--- config.mk ---
export PLATFORM = sky130hd
export DESIGN_NAME = ippcrc_apb_regs
export DESIGN_NICKNAME = d
export VERILOG_FILES = /design/src/logic/ippcrc_pkg.sv /design/src/logic/ippcrc_apb_regs.sv
export SDC_FILE = /design/constraint.sdc
export NUM_CORES = 1
export LEC_CHECK = 0
export ABC_CLOCK_PERIOD_IN_PS = 2700
export BUFFER_PORTS_ARGS = -buffer_cell sky130_fd_sc_hd__buf_2
export CAP_MARGIN = 10
export CORE_ASPECT_RATIO = 0.7
export CORE_UTILIZATION = 37
export DETAILED_ROUTE_END_ITERATION = 10
export GPL_ROUTABILITY_DRIVEN = 0
export HOLD_SLACK_MARGIN = 0.06
export PLACE_DENSITY_LB_ADDON = 0.1
export SETUP_SLACK_MARGIN = 0.05
export SLEW_MARGIN = 20
export SYNTH_ARGS = -nofsm -noshare
export SYNTH_HDL_FRONTEND = slang
export SYNTH_SLANG_ARGS = --single-unit
export TNS_END_PERCENT = 100
--- constraint.sdc ---
create_clock -name clk -period 2.7 [get_ports clk]
set_clock_uncertainty 0.15 [all_clocks]
set_input_delay 0.135 -clock clk [delete_from_list [all_inputs] [get_ports clk]]
set_output_delay 0.135 -clock clk [all_outputs]
set_load 0.1 [all_outputs]
--- src/logic/ippcrc_pkg.sv ---
/*
 * IP packet CRC-32 checker, shared definitions
 * Beat and result structs, CRC-32 constants and the APB register map
 * used by the engine, the register block and the top level
 */

package ippcrc_pkg;

    ////////////////////////////////////////////////////////////////////////////
    // Stream and result types

    // One 6-byte beat, byte k in data[8k+7:8k], data[0] first on the wire
    typedef struct packed {
        logic        valid;
        logic        sop;
        logic        eop;
        logic [2:0]  nbytes;   // 1 to 6, only with eop
        logic [47:0] data;
    } crc_beat_t;

    // Verdict on one packet
    typedef struct packed {
        logic        valid;
        logic        good;
        logic [31:0] crc;      // complemented register at end of packet
    } crc_result_t;

    ////////////////////////////////////////////////////////////////////////////
    // CRC-32 constants

    localparam logic [31:0] CRC_POLY    = 32'h04C1_1DB7;
    localparam logic [31:0] CRC_INIT    = 32'hFFFF_FFFF;
    // Register value after a frame with a correct FCS
    localparam logic [31:0] CRC_RESIDUE = 32'hC704_DD7B;

    ////////////////////////////////////////////////////////////////////////////
    // APB register map

    localparam int APB_ADDR_W = 4;

    localparam logic [APB_ADDR_W-1:0] REG_CTRL     = 4'h0;
    localparam logic [APB_ADDR_W-1:0] REG_GOOD_CNT = 4'h4;
    localparam logic [APB_ADDR_W-1:0] REG_BAD_CNT  = 4'h8;
    localparam logic [APB_ADDR_W-1:0] REG_LAST_CRC = 4'hC;

    // CTRL bits
    localparam int CTRL_ENABLE_BIT = 0;
    localparam int CTRL_CLEAR_BIT  = 1;   // write-1 pulse, reads 0

endpackage

--- src/logic/ippcrc_apb_regs.sv ---
/*
 * APB register block of the CRC checker
 * Zero-wait-state slave with the control register, saturating good and
 * bad packet counters and the CRC of the last packet
 */

module ippcrc_apb_regs
    import ippcrc_pkg::*;
#(
    parameter int CNT_WIDTH = 16
) (
    input  logic                  clk,
    input  logic                  reset,
    input  logic                  psel,
    input  logic                  penable,
    input  logic                  pwrite,
    input  logic [APB_ADDR_W-1:0] paddr,
    input  logic [31:0]           pwdata,
    output logic [31:0]           prdata,
    output logic                  pready,
    output logic                  pslverr,
    input  crc_result_t           result,
    output logic                  enable
);

    localparam logic [CNT_WIDTH-1:0] CNT_MAX = '1;

    logic                 access;
    logic                 addr_hit;
    logic                 ctrl_wr;
    logic                 cnt_clear;
    logic [CNT_WIDTH-1:0] good_cnt;
    logic [CNT_WIDTH-1:0] bad_cnt;
    logic [31:0]          last_crc;

    // Clear wins over a coinciding increment
    function automatic logic [CNT_WIDTH-1:0] count_next(input logic [CNT_WIDTH-1:0] cnt,
                                                        input logic hit,
                                                        input logic clr);
        if (clr) begin
            return '0;
        end
        if (hit && cnt != CNT_MAX) begin
            return cnt + CNT_WIDTH'(1);
        end
        return cnt;
    endfunction

    ////////////////////////////////////////////////////////////////////////////
    // Bus decode

    assign access    = psel && penable;
    assign addr_hit  = paddr inside {REG_CTRL, REG_GOOD_CNT, REG_BAD_CNT, REG_LAST_CRC};
    assign ctrl_wr   = access && pwrite && (paddr == REG_CTRL);
    assign cnt_clear = ctrl_wr && pwdata[CTRL_CLEAR_BIT];

    assign pready  = 1'b1;
    assign pslverr = access && !addr_hit;

    always_comb begin
        prdata = '0;
        case (paddr)
            REG_CTRL:     prdata[CTRL_ENABLE_BIT] = enable;
            REG_GOOD_CNT: prdata = 32'(good_cnt);
            REG_BAD_CNT:  prdata = 32'(bad_cnt);
            REG_LAST_CRC: prdata = last_crc;
            default:      prdata = '0;
        endcase
    end

    ////////////////////////////////////////////////////////////////////////////
    // Registers

    always_ff @(posedge clk) begin
        if (reset) begin
            enable <= 1'b0;
        end else if (ctrl_wr) begin
            enable <= pwdata[CTRL_ENABLE_BIT];
        end
    end

    always_ff @(posedge clk) begin
        if (reset) begin
            good_cnt <= '0;
            bad_cnt  <= '0;
        end else begin
            good_cnt <= count_next(good_cnt, result.valid && result.good, cnt_clear);
            bad_cnt  <= count_next(bad_cnt, result.valid && !result.good, cnt_clear);
        end
    end

    always_ff @(posedge clk) begin
        if (reset) begin
            last_crc <= '0;
        end else if (result.valid) begin
            last_crc <= result.crc;
        end
    end

    // Access phase only follows a setup phase on the same slave
    a_penable_with_psel: assert property (@(posedge clk) disable iff (reset)
        penable |-> psel)
        else $error("penable without psel");

endmodule

==> qor.csv <==
metric,value,unit
outcome,completed,
Final Core Density,53.0,%
"Area growth, synth to finish",36.3,%
height of the die,81.5,um
Worst path slowest cell,o21ai_1,
drc violations,0,
I/O pins,110,
Max Slew Vio Count,0,
die width,116,um
# port buffers,78,
Synth Flop Type,dfxtp_1,
CP max stage delay,0.44,ns
met1 Use GR,28.4,%
routed vias,3031,
initial antenna violation count,0,
H-tree depth,3,
largest net degree at the start of global routing,36,
period utilization,76.9,%
WS Path Type,flop to flop,
All-Layer GR Usage,20.5,%
synthesis warning total,0,
Least-Margin Pin Slew,0.674,ns
Pleak,1.95,nW
Hold Crit Depth,4,
Post-layout nets,566,
RSZ-0062 raised after global routing,no,
Cell Int Power,1.80,mW
met2 Use GR,30.4,%
cells taking the most area after synthesis,"dfxtp_1 39%, mux2i_1 10%, nor2_1 9.0%",
Reg power frac,43.3,%
met3 Usage GRT,6.05,%
worst hold slack,0.134,ns
DRC violation total after the first TritonRoute iteration,140,
"area leader, netlist",dfxtp_1,
Peak Freq,0.482,GHz
Worst Reg2Reg Path Length in Cells,6,
drt wl/cell,14.1,um
min cycle time layout,2.08,ns
Skew-Pair Late Insertion Delay,0.32,ns
Synth Register Bits,65,
Syn Std Cell Area,3340,um^2
Pre-antenna DRT Iters,5,
combinational fraction of design power,11.5,%
Slew headroom,55.0,%
Final Cell Area,4550,um^2
vias in the first global route,2872,
"Net Count, Synth",453,
CTS max path bufs,2,
Worst Path Required,2.80,ns
post-cts sizing count,0,
worst min path class,input port to flop,
sequential area share after synthesis,39.0,%
GRT busiest layer,met2,
CP arrival,2.18,ns
CTS tree,built,
number of max-cap violations,0,
Row Count,28,
first-pass GRT wire length,14400,um
post-place instance area,3900,um^2
Post-synth EDFFs,0,
Die Area,9410,um^2
"Reg clk slew, reported paths",0.05,ns
post-detailed-placement half-perimeter wirelength,6030,um
PwrDens,513,nW/um^2
placed cell count,560,
clk sinks,65,
Yosys top cell area share,39.0,%
"FFs w/ async S/R, synth",0,%
setup violators final,0,
Avg Inst Size Synth,8.87,um^2
startpoint type of the worst setup path,flop,
final WL,8610,um
fraction of layout cells with a size suffix above 1,25.1,%
"count leader, synth",nor2_1,
Switching Share,23.1,%
hold violation count in the final report,0,
Mapped Cells,376,
sw power,540,uW
core box area,8580,um^2
Root Buffer,clkbuf_16,
Finished Layout Cells,611,
grt total ovfl,0,
CP Cell Sequence,ha_1 > and4_1 > nand3_2 > o21ai_1 > o21ai_0 > a21oi_1,
Max VDD drop,0.294,mV
Cell variety after synth,42,
synth cell count leaders,"80 x nor2_1, 65 x dfxtp_1, 34 x mux2i_1",
CTS buffer count,9,
# diodes,0,
Starting Density,38.9,%
crit path capture type,flop,
Detail Route Antenna Nets,0,
DR vias/cell,4.96,
Fin Setup TNS,0,ns
# fillers,802,
Crit Path Max Fanout,9,
clock power share,45.2,%
==> registers in the layout, indices dropped and copies added (netlist names) <==
name and count:
enable 1, good_cnt 16, bad_cnt 16, last_crc 32
==> power by group through the flow <==
| stage | clock network, mW | registers [mW] | logic (mW) |
|---|---|---|---|
| 5_1_grt | 1.15 | 1.02 | 0.294 |
| 2_1_floorplan | 0 | 1.03 | 0.163 |
| 6_report | 1.06 | 1.01 | 0.268 |
| 3_5_place_dp | 0 | 1.03 | 0.227 |
| 4_1_cts | 1.10 | 1.01 | 0.270 |
| 3_3_place_gp | 0 | 1.03 | 0.223 |
==> final timing paths <==
| path | start | endpoint | slack [ns] |
|---|---|---|---|
| min | pwrite | bad_cnt[1] | 0.13 |
| max reg2reg | bad_cnt[0] | bad_cnt[9] | 0.62 |
| min reg2reg | last_crc[26] | last_crc[26] | 0.33 |
| max | bad_cnt[0] | bad_cnt[9] | 0.62 |
==> placed cells by master (no fill, tap or decap), types with 3 or more instances in the layout <==
cell           count
nor2_1            80
buf_2             74
dfxtp_1           65
dlygate4sd3_1     38
mux2i_1           34
and2_1            20
xnor2_1           16
nand2_1           15
a22oi_1           15
mux2_2            14
nand3_1           12
nor3_1            11
clkbuf_16          9
xor2_1             8
buf_4              8
o21ai_0            7
o211ai_1           7
and4_1             5
nand4_1            5
a21oi_1            4
nor4_1             4
buf_12             4
or3_1              3
clkbuf_8           3
==> area by class of cell <==
class	instances	area, um^2	share of cell area (%)
Timing Repair Buffer	124	891	19.6
Multi-Input combinational cell	288	1930	42.5
Inverter	1	3.75	0.0825
Clock buffer	13	270	5.94
Tap cell	120	150	3.30
Sequential cell	65	1300	28.6
==> cells by family (layout without fill, tap and decap cells) <==
logic type,Yosys count,after routing,share of synthesized area (%)
buffers and inverters,23,138,3.19
other,1,1,0.112
xor gates and xnor gates,24,24,6.30
DFF,65,65,39.0
muxes,49,49,15.6
and+or+nand+nor,174,174,27.2
AOI/OAI and AO/OA,38,38,7.84
adders and majority gates,2,2,0.750
==> critical path, delay by kind of cell, from the launching register on <==
family / cells / cell delay (ns)
AND/OR/NAND/NOR: 2 / 0.45
adder cells (fa/ha/maj): 1 / 0.25
AO/OA/AOI/OAI: 3 / 0.74
flip-flops: 1 / 0.41
==> per-stage QoR <==
stage,total power [mW],setup WS [ns]
2_1_floorplan,1.19,0.0894
3_3_place_gp,1.25,0.673
3_5_place_dp,1.26,0.661
4_1_cts,2.38,0.630
5_1_grt,2.46,0.428
6_report,2.34,0.624
==> per-layer routing <==
layer / vias up / wire (um)
met5: - / 0
met4: 0 / 36
met3: 4 / 334
met2: 67 / 3760
met1: 1417 / 4480
li1: 1543 / -
==> what timing repair did <==
item	CTS	global route
setup buffers	0	0
hold buffers	38	0
endpoints found under the hold margin	34	0
Power figures use the tool's default switching activity.
